===== config.mk =====
export PLATFORM = sky130hd
export DESIGN_NAME = controlUnit
export DESIGN_NICKNAME = d
export VERILOG_FILES = /design/src/common/rvPkg.sv /design/src/source/controlUnit.sv
export SDC_FILE = /design/constraint.sdc
export NUM_CORES = 1
export LEC_CHECK = 0
export BUFFER_PORTS_ARGS = -buffer_cell sky130_fd_sc_hd__buf_2
export CORE_ASPECT_RATIO = 1.1
export CORE_MARGIN = 3
export CORE_UTILIZATION = 38
export DETAILED_ROUTE_END_ITERATION = 7
export GPL_ROUTABILITY_DRIVEN = 1
export HOLD_SLACK_MARGIN = 0.1
export PLACE_DENSITY = 0.76
export SYNTH_ARGS = -nofsm -noshare
export SYNTH_HDL_FRONTEND = slang
export SYNTH_SLANG_ARGS = --single-unit

===== constraint.sdc =====
create_clock -name clk -period 2.1 [get_ports clk]
set_input_delay 0.42 -clock clk [delete_from_list [all_inputs] [get_ports clk]]
set_output_delay 0.42 -clock clk [all_outputs]
set_load 0.03 [all_outputs]

===== src/common/rvPkg.sv =====
/*
 * Shared types for the multicycle RV32I-subset core.
 * Holds the instruction encodings, the ALU and mux selects, the FSM
 * states and the control-flag bundle between control unit and datapath.
 */
package rvPkg;

    typedef logic [31:0] word_t;
    typedef logic [4:0]  regIdx_t;

    typedef enum logic [6:0] {
        OP_REG    = 7'b0110011,
        OP_IMM    = 7'b0010011,
        OP_LUI    = 7'b0110111,
        OP_LOAD   = 7'b0000011,
        OP_STORE  = 7'b0100011,
        OP_BRANCH = 7'b1100011
    } opcode_e;

    // funct3 codes shared by register and immediate arithmetic
    typedef enum logic [2:0] {
        F3_ADD     = 3'b000,
        F3_SLL     = 3'b001,
        F3_SLT     = 3'b010,
        F3_SRL_SRA = 3'b101,
        F3_AND     = 3'b111
    } funct3_e;

    // selects sub and sra
    localparam logic [6:0] F7_ALT = 7'b0100000;

    typedef enum logic [3:0] {
        ALU_ADD,
        ALU_SUB,
        ALU_SLL,
        ALU_SRL,
        ALU_SRA,
        ALU_AND,
        ALU_SLT,
        ALU_PASSB
    } aluOp_e;

    typedef enum logic {SRCA_PC, SRCA_REGA} aluSrcA_e;
    typedef enum logic [1:0] {SRCB_REGB, SRCB_FOUR, SRCB_IMM, SRCB_BRANCHOFF} aluSrcB_e;
    typedef enum logic {PCSRC_ALU, PCSRC_ALUOUT} pcSrc_e;
    typedef enum logic {WB_ALUOUT, WB_MDR} wbSrc_e;

    typedef struct packed {
        logic     pcWrite;
        logic     pcWriteCond;
        pcSrc_e   pcSrc;
        aluSrcA_e aluSrcA;
        aluSrcB_e aluSrcB;
        aluOp_e   aluOp;
        logic     loadAluOut;
        logic     loadRegA;
        logic     loadRegB;
        logic     loadMdr;
        logic     regWrite;
        wbSrc_e   wbSrc;
        logic     irWrite;
        logic     memAddrData;
        logic     memWrite;
    } ctrlFlags_t;

    // field layout of one instruction word, msb first
    typedef struct packed {
        logic [6:0]  funct7;
        regIdx_t     rs2;
        regIdx_t     rs1;
        logic [2:0]  funct3;
        regIdx_t     rd;
        opcode_e     opcode;
    } instrFields_t;

    typedef enum logic [3:0] {
        ST_FETCH,
        ST_DECODE,
        ST_MEMADDR,
        ST_EXEC_R,
        ST_EXEC_I,
        ST_EXEC_U,
        ST_BRANCH,
        ST_LOAD,
        ST_LOADWAIT,
        ST_STORE,
        ST_WB_ALU,
        ST_WB_MEM
    } cpuState_e;

endpackage


===== src/source/controlUnit.sv =====
/*
 * Multicycle control FSM. Every instruction walks fetch, decode and then
 * a short per-class path; each state drives the datapath flags for one
 * cycle. retire marks the last cycle of each instruction.
 */
`timescale 1ns/1ps

module controlUnit (
    input  logic                clk,
    input  logic                rst,
    input  rvPkg::instrFields_t instr,
    input  logic                zero,
    output rvPkg::ctrlFlags_t   flags,
    output logic                retire
);

    rvPkg::cpuState_e state;
    rvPkg::cpuState_e nextState;

    always_ff @(posedge clk) begin
        if (rst) begin
            state <= rvPkg::ST_FETCH;
        end else begin
            state <= nextState;
        end
    end

    always_comb begin
        // everything inactive, then raise what the state needs
        flags         = '0;
        flags.pcSrc   = rvPkg::PCSRC_ALU;
        flags.aluSrcA = rvPkg::SRCA_PC;
        flags.aluSrcB = rvPkg::SRCB_REGB;
        flags.aluOp   = rvPkg::ALU_ADD;
        flags.wbSrc   = rvPkg::WB_ALUOUT;
        retire        = 1'b0;
        nextState     = rvPkg::ST_FETCH;

        case (state)
            rvPkg::ST_FETCH: begin
                // memory reads at pc while pc moves on by 4
                flags.pcWrite = 1'b1;
                flags.aluSrcB = rvPkg::SRCB_FOUR;
                nextState     = rvPkg::ST_DECODE;
            end

            rvPkg::ST_DECODE: begin
                // latch ir and operands, speculate the branch target
                flags.irWrite    = 1'b1;
                flags.loadRegA   = 1'b1;
                flags.loadRegB   = 1'b1;
                flags.loadAluOut = 1'b1;
                flags.aluSrcB    = rvPkg::SRCB_BRANCHOFF;
                case (instr.opcode)
                    rvPkg::OP_LOAD, rvPkg::OP_STORE: nextState = rvPkg::ST_MEMADDR;
                    rvPkg::OP_REG:    nextState = rvPkg::ST_EXEC_R;
                    rvPkg::OP_IMM:    nextState = rvPkg::ST_EXEC_I;
                    rvPkg::OP_LUI:    nextState = rvPkg::ST_EXEC_U;
                    rvPkg::OP_BRANCH: nextState = rvPkg::ST_BRANCH;
                    default: begin
                        // an unknown opcode retires with no effect
                        retire = 1'b1;
                    end
                endcase
            end

            rvPkg::ST_MEMADDR: begin
                flags.aluSrcA    = rvPkg::SRCA_REGA;
                flags.aluSrcB    = rvPkg::SRCB_IMM;
                flags.loadAluOut = 1'b1;
                if (instr.opcode == rvPkg::OP_LOAD) begin
                    nextState = rvPkg::ST_LOAD;
                end else begin
                    nextState = rvPkg::ST_STORE;
                end
            end

            rvPkg::ST_EXEC_R: begin
                flags.aluSrcA    = rvPkg::SRCA_REGA;
                flags.loadAluOut = 1'b1;
                case (instr.funct3)
                    rvPkg::F3_ADD: begin
                        flags.aluOp = (instr.funct7 == rvPkg::F7_ALT) ?
                                      rvPkg::ALU_SUB : rvPkg::ALU_ADD;
                    end
                    rvPkg::F3_SLL: flags.aluOp = rvPkg::ALU_SLL;
                    rvPkg::F3_SLT: flags.aluOp = rvPkg::ALU_SLT;
                    rvPkg::F3_AND: flags.aluOp = rvPkg::ALU_AND;
                    default:       flags.aluOp = rvPkg::ALU_ADD;
                endcase
                nextState = rvPkg::ST_WB_ALU;
            end

            rvPkg::ST_EXEC_I: begin
                flags.aluSrcA    = rvPkg::SRCA_REGA;
                flags.aluSrcB    = rvPkg::SRCB_IMM;
                flags.loadAluOut = 1'b1;
                case (instr.funct3)
                    rvPkg::F3_SLL: flags.aluOp = rvPkg::ALU_SLL;
                    rvPkg::F3_SLT: flags.aluOp = rvPkg::ALU_SLT;
                    rvPkg::F3_SRL_SRA: begin
                        // srai carries funct7 in the upper immediate bits
                        flags.aluOp = (instr.funct7 == rvPkg::F7_ALT) ?
                                      rvPkg::ALU_SRA : rvPkg::ALU_SRL;
                    end
                    default: flags.aluOp = rvPkg::ALU_ADD;
                endcase
                nextState = rvPkg::ST_WB_ALU;
            end

            rvPkg::ST_EXEC_U: begin
                flags.aluSrcB    = rvPkg::SRCB_IMM;
                flags.aluOp      = rvPkg::ALU_PASSB;
                flags.loadAluOut = 1'b1;
                nextState        = rvPkg::ST_WB_ALU;
            end

            rvPkg::ST_BRANCH: begin
                // target is already in alu-out and taken when a - b is zero
                flags.aluSrcA     = rvPkg::SRCA_REGA;
                flags.aluOp       = rvPkg::ALU_SUB;
                flags.pcWriteCond = 1'b1;
                flags.pcSrc       = rvPkg::PCSRC_ALUOUT;
                retire            = 1'b1;
            end

            rvPkg::ST_LOAD: begin
                flags.memAddrData = 1'b1;
                nextState         = rvPkg::ST_LOADWAIT;
            end

            rvPkg::ST_LOADWAIT: begin
                // read data arrives one cycle after the address
                flags.loadMdr = 1'b1;
                nextState     = rvPkg::ST_WB_MEM;
            end

            rvPkg::ST_STORE: begin
                flags.memAddrData = 1'b1;
                flags.memWrite    = 1'b1;
                retire            = 1'b1;
            end

            rvPkg::ST_WB_ALU: begin
                flags.regWrite = 1'b1;
                retire         = 1'b1;
            end

            rvPkg::ST_WB_MEM: begin
                flags.regWrite = 1'b1;
                flags.wbSrc    = rvPkg::WB_MDR;
                retire         = 1'b1;
            end

            default: nextState = rvPkg::ST_FETCH;
        endcase

        // pc stays put while the core is held in reset
        if (rst) begin
            flags.pcWrite = 1'b0;
        end
    end

endmodule


==> results of run 1 <==
==> final cells by class <==
cell class	instances	area, um^2	share of cell area (%)
Inverter	2	7.51	0.737
Multi-Input combinational cell	87	599	58.8
Sequential cell	4	85.1	8.35
Timing Repair Buffer	48	283	27.8
Clock buffer	3	22.5	2.21
Tap cell	17	21.3	2.09
==> synthesized netlist by cell type <==
master / n
o31ai_1: 2
and3_2: 1
nor3_1: 8
or2_2: 1
buf_4: 4
o21ai_1: 1
a31oi_1: 3
nand3b_1: 2
and2_1: 1
or3_1: 1
buf_2: 2
nand2b_1: 5
nor4_1: 2
dfxtp_1: 4
o32ai_1: 1
clkbuf_1: 6
or2_1: 1
or4b_4: 1
nor2_1: 11
a21oi_1: 11
nor2b_1: 6
a21o_1: 1
nor4b_1: 1
a21o_2: 1
a211oi_2: 1
xnor2_1: 1
o2111ai_1: 1
nand3_1: 1
nor3b_1: 3
or4_4: 1
nand2_1: 7
or4_1: 2
conb_1: 1
or3b_1: 2
o41ai_1: 1
o21a_1: 2
o22ai_1: 2
inv_1: 2
o21ai_0: 1
==> repair_timing <==
action	4_1_cts	5_1_grt
buffers inserted	2	0
pin swaps	3	1
endpoints found under the setup margin	3	3
gates resized for setup	16	4
==> power by group <==
group          switching (mW)  internal, mW  leakage, nW
Clock                  0.0317        0.0639       0.0138
Combinational          0.0995        0.0599        0.420
Sequential            0.00398        0.0797       0.0343
Total                   0.135         0.204        0.468
==> metal layers <==
metal,wire (um),GRT usage [%],share of wire [%]
met1,919,26.8,40
met2,1160,36.5,51
met3,183,4.30,8.0
met4,31,2.84,1.4
met5,0,0,0
==> worst paths after layout <==
kind	start	to	slack (ns)	cells past startpoint
min reg2reg	state[1]	state[3]	0.66	3
max reg2reg	state[1]	state[2]	0.46	4
min	rst	state[3]	0.36	2
max	state[1]	flags[11]	-0.01	5
==> critical path, stage by stage (launching register included) <==
cell     delay [ns]
dfxtp_2        0.33
or2_4          0.26
or4_4          0.51
o32ai_2        0.10
a21o_1         0.13
buf_6          0.13
==> stage by stage <==
stage	power (mW)	setup WS, ns	utilization (%)	TNS, ns	hold slack, ns
5_1_grt	0.366	-0.0762	63.1	-0.139	0.364
3_3_place_gp	0.225	-0.00125	56.1	-0.00125	0.612
6_report	0.339	-0.0143	63.1	-0.0143	0.364
2_1_floorplan	0.180	-0.0251	-	-0.0717	0.489
3_5_place_dp	0.228	-0.0544	56.1	-0.0544	0.619
4_1_cts	0.336	-0.0158	61.6	-0.0158	0.357
==> logic make-up (layout without fill, tap and decap cells) <==
| family | count (synthesis) | count (layout) | share of synthesized area [%] |
|---|---|---|---|
| flip-flops | 4 | 4 | 11.9 |
| other | 1 | 1 | 0.556 |
| AND/OR/NAND/NOR | 57 | 57 | 49.0 |
| XOR/XNOR | 1 | 1 | 1.30 |
| buffers and inverters | 14 | 53 | 10.4 |
| AO/OA/AOI/OAI | 28 | 28 | 26.9 |
==> run metrics, run 1 <==
Die ar.=2320 um^2; first-pass GRT wire length=roughly 3.8 mm; post-synth top area cell=dfxtp_1; CP arrival=between 1.5 and 2 ns; initial core utilization=41.8%; power density cells=333 nW/um^2; DRT iter0 DRCs=34; synthesized area=slightly below 700 um^2; violated checks=setup timing; Netlist cell types=39; most frequent cells in the layout=buf_2 (34), buf_4 (12), nor2_1 (10), a21oi_1 (10), nor3_1 (8); post-place instance area=906 um^2; CTS Sinks=4; largest net degree at the start of global routing=15; syn_nets=140; crit end category=primary output; max reg flops=4; n_diodes=0; vias in the first global route=888; Total Routing Usage GR=between 20% and 30%; row count=15; PnR worst setup slack=-0.0143 ns; fmax=between 0.4 and 0.5 GHz; Hold Violations, Final=0; Yosys warning count=0; Core Region=between 1500 and 2000 um^2; Tmin final=approximately 2.1 ns; crit-path max FO=5; hold-fix buffers at CTS=0; Nets=181; Yosys top cell area share=11.9%; Overflow after GRT=0; CTS Buffer Depth=2; initial antenna violation count=0; CTS root buf=clkbuf_4; vias per std cell=approximately 6; Slew Limit Fails=0; area grow syn2layout=51.0%; kind of critical path=flip-flop to primary output; # setup viols final=1; RePlAce Congestion=approximately 0.89; I/O pins=55; design area=1020 um^2; Port Buffers=37; Largest regs=state: 4 flops; post-synthesis sequential area ratio=11.9%; Worst VDD drop=0.216 mV; Synth Instances=about 110; via count=943; Clock Latency Late Sink=0.24 ns; max-cap viol count=0; hpwl dp=1.70 mm; TritonCTS buffer count=3; clock skew=0.00622 ns; layout cells sized above 1=between 50% and 60%; leading cell type in the layout, fill and taps excluded=buf_2; chip width=between 40 and 50 um; syn avg cell area=approximately 6.4 um^2; FF+latch count, synth=4; Worst-path clk slew=approximately 0.040 ns; Top reg by flops=state; Die Y=around 50 um; DR WL/cell=14.3 um; DRC errors left=0; CTS tree=yes; Fillers=149; final wirelength=roughly 2.3 mm; Critical Path RT=1.68 ns; top cells by area, synth=dfxtp_1 (12%), a21oi_1 (8.2%), nor2_1 (6.1%); post-route insts no fill=approximately 160; RSZ-0062 raised after global routing=yes; CTS H-tree depth=1; Tcrit/Tclk final=101%; P_leak=~0.47 nW; TritonRoute pass-1 iters=4; Placed Cells=about 160; Hold WC Path Type=primary input to flip-flop; Routed Antenna Nets=0; critical path startpoint category=flip-flop; status=complete, but fails checks
Power figures use the tool's default switching activity.
==> run 2, diff against run 1 <==
--- a/config.mk
+++ b/config.mk
@@ -5,14 +5,16 @@
 export SDC_FILE = /design/constraint.sdc
 export NUM_CORES = 1
 export LEC_CHECK = 0
+export ABC_CLOCK_PERIOD_IN_PS = 2100
 export BUFFER_PORTS_ARGS = -buffer_cell sky130_fd_sc_hd__buf_2
-export CORE_ASPECT_RATIO = 1.1
+export CORE_ASPECT_RATIO = 1.25
 export CORE_MARGIN = 3
 export CORE_UTILIZATION = 38
 export DETAILED_ROUTE_END_ITERATION = 7
 export GPL_ROUTABILITY_DRIVEN = 1
 export HOLD_SLACK_MARGIN = 0.1
 export PLACE_DENSITY = 0.76
+export SKIP_LAST_GASP = 1
 export SYNTH_ARGS = -nofsm -noshare
 export SYNTH_HDL_FRONTEND = slang
 export SYNTH_SLANG_ARGS = --single-unit
==> run 2 against run 1 <==
Effect of this change: the flow now finishes without violations; worst hold slack better by 0.0024 ns; clock-buffer cell count unchanged; clock skew down 0.00080 ns; via count down 1.3%; first-iteration DRC count down 32%; critical path type unchanged; non-clock buffer count down 3; sequential power down 2.5%; setup slack better by 0.024 ns; final cell count down 1.2%.
==> run metrics, run 2 (synthesis results as in run 1) <==
status=complete, no violations (was complete, but fails checks); path depth of the worst reg2reg path=4 (unchanged); Largest regs=state: 4 flops (unchanged); met3 routed WL=158 um (was 183 um); kind of critical path=flip-flop to primary output (unchanged); Die ar.=2320 um^2 (about the same); post-place instance area=900 um^2 (was 906 um^2); Reg power frac=24.3% (was 24.7%); Hold WC Path Type=primary input to flip-flop (unchanged); internal power=0.199 mW (was 0.204 mW); Routed Antenna Nets=0 (unchanged); row count=16 (was 15); post-route insts no fill=159 (was 161); CTS tree=yes (unchanged); RSZ-0062 raised after global routing=yes (unchanged); Tmin final=2.09 ns (was 2.11 ns); TritonCTS buffer count=3 (unchanged); Clock Latency Late Sink=0.25 ns (was 0.24 ns); DRC errors left=0 (unchanged); Critical Path RT=1.68 ns (about the same); leading cell type in the layout, fill and taps excluded=buf_2 (unchanged); Final Power=0.336 mW (was 0.339 mW); vias in the first global route=892 (was 888); design area=993 um^2 (was 1020 um^2); critical path startpoint category=flip-flop (unchanged); Die Y=53.1 um (was 50.2 um); final wirelength=2.25 mm (was 2.30 mm); DRT iter0 DRCs=23 (was 34); initial core utilization=41.6% (was 41.8%); clock skew=0.00543 ns (was 0.00622 ns); chip width=43.7 um (was 46.2 um); I/O pins=55 (unchanged); Clk pwr share=30.3% (was 28.2%); CTS Buffer Depth=2 (unchanged); TritonRoute pass-1 iters=5 (was 4); Tcrit/Tclk final=99.5% (was 101%); CP arrival=1.67 ns (was 1.69 ns); reg2reg end=state[2] (unchanged); area grow syn2layout=47.3% (was 51.0%); Critical Path Source=state[3] (was state[1]); Worst-path clk slew=0.04 ns (about the same); Nets=178 (was 181); CTS Sinks=4 (unchanged); crit-path max FO=8 (was 5); Top reg by flops=state (unchanged); sw frac=40.9% (was 39.9%); Overflow after GRT=0 (unchanged); via count=931 (was 943); Total Routing Usage GR=20.5% (was 21.2%); Worst VDD drop=0.176 mV (was 0.216 mV); M1 wire length=874 um (was 919 um); flop2flop setup slack=0.49 ns (was 0.46 ns); initial antenna violation count=0 (unchanged); Setup crit end=flags[9] (was flags[11]); crit end category=primary output (unchanged); power density cells=338 nW/um^2 (was 333 nW/um^2); Logic pwr share=45.4% (was 47.1%); Core Region=1620 um^2 (was 1610 um^2); Reg area=86.3 um^2 (was 85.1 um^2); highest metal used=met4 (unchanged); Placed Cells=156 (unchanged); Slew Limit Fails=0 (unchanged); hpwl dp=1.55 mm (was 1.70 mm); max-cap viol count=0 (unchanged); DR WL met2=1.17 mm (was 1.16 mm); Hold Violations, Final=0 (unchanged); Fillers=163 (was 149); multi-input logic area=594 um^2 (was 599 um^2); vias per std cell=5.86 (about the same); max reg flops=4 (unchanged); Port Buffers=37 (unchanged); DR WL/cell=14.2 um (was 14.3 um); n_diodes=0 (unchanged); CTS root buf=clkbuf_4 (unchanged); CTS H-tree depth=1 (unchanged); RePlAce Congestion=0.926 (was 0.893); pre-CTS setup slack=-0.0591 ns (was -0.0544 ns); # setup viols final=0 (was 1); largest net degree at the start of global routing=19 (was 15); most frequent cells in the layout=buf_2 (34), nor2_1 (10), a21oi_1 (10) (was buf_2 (34), buf_4 (12), nor2_1 (10), a21oi_1 (10), nor3_1 (8)); Switch Pwr=0.137 mW (was 0.135 mW); fmax=0.478 GHz (was 0.473 GHz); layout cells sized above 1=50.4% (was 52.1%); RR Startpoint=state[1] (unchanged); P_leak=0.449 nW (was 0.468 nW); first-pass GRT wire length=3.58 mm (was 3.82 mm); PnR worst setup slack=0.00967 ns (was -0.0143 ns)
run 2: cell count changes in the layout (fill, tap and decap cells not counted), sizes merged:
cell  change
buf       -3
run 2: worst min path at each step:
stage	slack, ns	cells past startpoint	start	to
after CTS	0.36	2	rst	state[3]
after floorplan	0.49	1	rst	state[3]
after global routing	0.37	2	rst	state[3]
final	0.37	2	rst	state[3]
after detailed placement	0.63	2	rst	state[3]
after global placement	0.62	2	rst	state[3]
run 2: cell type report:
class,count,share of cell area [%]
clock buffer,3,2.27
sequential,4,8.69
tap,18,2.27
inverter,2,0.756
timing repair buffer,45,26.2
multi-input combinational,87,59.8
run 2: worst max-delay path, stage by stage, from the launching register on:
cell and delay, ns:
dfxtp_4 0.36, or3_4 0.40, or4_1 0.43, nand3_2 0.10
buf_6 0.13
run 2: power groups by stage:
stage / clock [mW] / sequential, mW / combinational (mW)
floorplan: 0 / 0.0807 / 0.0994
global placement: 0 / 0.0826 / 0.142
detailed placement: 0 / 0.0828 / 0.145
CTS: 0.102 / 0.0812 / 0.147
global route: 0.108 / 0.0820 / 0.166
finish: 0.102 / 0.0816 / 0.152
run 2: what timing repair did:
action / in CTS / in global routing
setup buffers: 0 / 0
hold endpoints to repair: 0 / 0
endpoints found under the setup margin: 2 / 3
pin swaps: 5 / 0
resized for setup: 10 / 9
hold buffers: 0 / 0
run 2: metal layers:
layer,vias up,GRT usage (%)
met5,-,0
met4,0,14.6
met3,5,3.74
met2,45,35.7
met1,434,21.7
li1,447,-
run 2: metrics by stage:
stage | hold slack, ns | setup TNS, ns | utilization (%)
after floorplan | 0.489 | -0.0717 | -
after global placement | 0.619 | -0.0275 | 55.5
after detailed placement | 0.626 | -0.0591 | 55.5
after CTS | 0.359 | 0 | 59.1
after global routing | 0.372 | -0.130 | 61.3
final | 0.367 | 0 | 61.3
==> run 3, diff against run 2 <==
--- a/config.mk
+++ b/config.mk
@@ -5,6 +5,7 @@
 export SDC_FILE = /design/constraint.sdc
 export NUM_CORES = 1
 export LEC_CHECK = 0
+export ABC_AREA = 1
 export ABC_CLOCK_PERIOD_IN_PS = 2100
 export BUFFER_PORTS_ARGS = -buffer_cell sky130_fd_sc_hd__buf_2
 export CORE_ASPECT_RATIO = 1.25
==> run 3 against run 2 <==
Effect of this change: critical path depth increased by 2; synthesized cell count grew 26%; critical path type unchanged; clock-buffer cell count unchanged; die area decreased by 1.8%; non-clock buffer count is 8 lower; worst hold slack gained 0.046 ns; largest power group unchanged; total power down 5.7%; clock skew decreased by 0.0033 ns.
==> run metrics, run 3 <==
hold-fix buffers at CTS=0 (unchanged); DRT iter0 DRCs=5 (was 23); P_leak=0.574 nW (was 0.449 nW); Hold Violations, Final=0 (unchanged); kind of critical path=flip-flop to primary output (unchanged); power density cells=368 nW/um^2 (was 338 nW/um^2); Die Y=52.6 um (was 53.1 um); synthesized area=661 um^2 (was 674 um^2); Nets=205 (was 178); Overflow after GRT=0 (unchanged); clock skew=0.00217 ns (was 0.00543 ns); post-synth top area cell=nand2_1 (was dfxtp_1); mux cell area share after synthesis=0% (unchanged); Routed Antenna Nets=0 (unchanged); internal power=0.187 mW (was 0.199 mW); Die ar.=2280 um^2 (was 2320 um^2); Core Region=1600 um^2 (was 1620 um^2); Port Buffers=37 (unchanged); largest net degree at the start of global routing=8 (was 19); critical path startpoint category=flip-flop (unchanged); main combinational cell family by area after synthesis=simple AND/OR/NAND/NOR gates (unchanged); Hold Slack=0.413 ns (was 0.367 ns); vias per std cell=4.70 (was 5.86); fmax=0.514 GHz (was 0.478 GHz); CTS H-tree depth=1 (unchanged); syn_nets=167 (was 140); Total Routing Usage GR=15.8% (was 20.5%); post-place instance area=838 um^2 (was 900 um^2); compound-gate portion of the synthesized area=9.66% (was 26.9%); Worst VDD drop=0.368 mV (was 0.176 mV); Tcrit/Tclk final=92.7% (was 99.5%); # setup viols final=0 (unchanged); Post-synth EDFFs=0 (unchanged); Switch Pwr=0.129 mW (was 0.137 mW); Critical Path RT=1.68 ns (about the same); TritonRoute pass-1 iters=4 (was 5); Fillers=185 (was 163); most frequent cells in the layout=nand2_1 (39), buf_2 (37), inv_1 (24) (was buf_2 (34), nor2_1 (10), a21oi_1 (10)); xor/xnor share of the synthesized area=0% (was 1.30%); row count=16 (unchanged); RSZ-0062 raised after global routing=no (was yes); vias in the first global route=787 (was 892); initial antenna violation count=0 (unchanged); CTS Buffer Depth=2 (unchanged); CTS tree=yes (unchanged); area grow syn2layout=30.3% (was 47.3%); Reg power frac=26.7% (was 24.3%); CTS Sinks=4 (unchanged); Resized cells post-CTS=0 (was 10); design area=861 um^2 (was 993 um^2); Slew Limit Fails=0 (unchanged); CTS root buf=clkbuf_4 (unchanged); final wirelength=1.66 mm (was 2.25 mm); via count=874 (was 931); n_diodes=0 (unchanged); max-cap viol count=0 (unchanged); post-synthesis simple-gate area fraction=57.8% (was 49.0%); Worst-path clk slew=0.04 ns (about the same); first-pass GRT wire length=2.90 mm (was 3.58 mm); Synth Instances=132 (was 105); status=complete, no violations (unchanged); top cells by area, synth=nand2_1 (22%), inv_1 (14%), dfxtp_1 (12%) (was dfxtp_1 (12%), a21oi_1 (8.2%), nor2_1 (6.1%)); Largest regs=state: 4 flops (unchanged); RePlAce Congestion=0.801 (was 0.926); Setup TNS Final=0 ns (unchanged); Logic pwr share=42.6% (was 45.4%); crit-path max FO=6 (was 8); Post-synth ARST share=0% (unchanged); FF+latch count, synth=4 (unchanged); TritonCTS buffer count=3 (unchanged); chip width=43.3 um (was 43.7 um); top_reg_cell synth=dfxtp_1 (unchanged); Yosys warning count=0 (unchanged); Clock Latency Late Sink=0.24 ns (was 0.25 ns); DR WL/cell=8.92 um (was 14.2 um); Netlist cell types=19 (was 39); postcts setup bufs=0 (unchanged); Final Util=53.8% (was 61.3%); layout cells sized above 1=30.4% (was 50.4%); commonest cells in the netlist=nand2_1 (39), inv_1 (24), nor2_1 (19) (was a21oi_1 (11), nor2_1 (11), nor3_1 (8)); CP arrival=1.53 ns (was 1.67 ns); sw frac=40.9% (about the same); crit end category=primary output (unchanged); flop2flop setup slack=0.89 ns (was 0.49 ns); max reg flops=4 (unchanged); post-synthesis sequential area ratio=12.1% (was 11.9%); DRC errors left=0 (unchanged); Clk pwr share=30.7% (was 30.3%); count leader, synth=nand2_1; Tmin final=1.95 ns (was 2.09 ns); syn avg cell area=5.00 um^2 (was 6.42 um^2); leading cell type in the layout, fill and taps excluded=nand2_1 (was buf_2); adder-cell share of the synthesized area=0% (unchanged); Hold WC Path Type=primary input to flip-flop (unchanged); Top reg by flops=state (unchanged); hpwl dp=1.48 mm (was 1.55 mm); Yosys top cell area share=22.2% (was 11.9%); initial core utilization=41.3% (was 41.6%); I/O pins=55 (unchanged)
==> run 3: kinds of logic after synthesis <==
logic type	after synthesis
buf+inv	31
simple gates	84
compound gates	12
flops	4
other cells	1
==> run 3: final cells by class <==
class | instances | area (um^2) | area share [%]
sequential | 4 | 80.1 | 9.30
inverter | 27 | 101 | 11.8
multi-input combinational | 97 | 449 | 52.2
timing repair buffer | 37 | 185 | 21.5
tap | 18 | 22.5 | 2.62
clock buffer | 3 | 22.5 | 2.62
==> run 3: final timing paths <==
| path | start | endpoint | cells after the start |
|---|---|---|---|
| worst max register to register | state[1] | state[1] | 9 |
| worst min register to register | state[2] | state[0] | 3 |
| worst max-delay path | state[1] | flags[9] | 6 |
| worst min-delay path | rst | state[1] | 2 |
==> run 3: metrics by stage <==
| stage | instances | total power, mW | setup slack [ns] |
|---|---|---|---|
| finish | 186 | 0.317 | 0.153 |
| global route | 186 | 0.346 | 0.0113 |
| CTS | 186 | 0.323 | 0.162 |
| detailed placement | 183 | 0.221 | 0.262 |
| global placement | 183 | 0.219 | 0.255 |
| floorplan | 132 | 0.181 | 0.176 |
==> run 3: power by group through the flow <==
stage,Combinational (mW),Clock (mW),Sequential [mW]
3_3_place_gp,0.133,0,0.0853
4_1_cts,0.136,0.102,0.0844
2_1_floorplan,0.0963,0,0.0844
5_1_grt,0.149,0.112,0.0848
3_5_place_dp,0.136,0,0.0857
6_report,0.135,0.0973,0.0845
==> run 3: critical path, stage by stage (launching register included) <==
cell and delay [ns]:
dfxtp_1 0.45, nand2_1 0.15, nor2_1 0.26, nor2_1 0.09, o21a_1 0.11, nand2_1 0.05, buf_2 0.19
==> run 3: per-layer routing <==
metal  GRT usage, %  wire, um  vias up
met5              0         0        -
met3           4.12       114        0
met2           32.8       896       26
met4           1.01         0        0
met1           16.0       649      379
li1               -         -      469
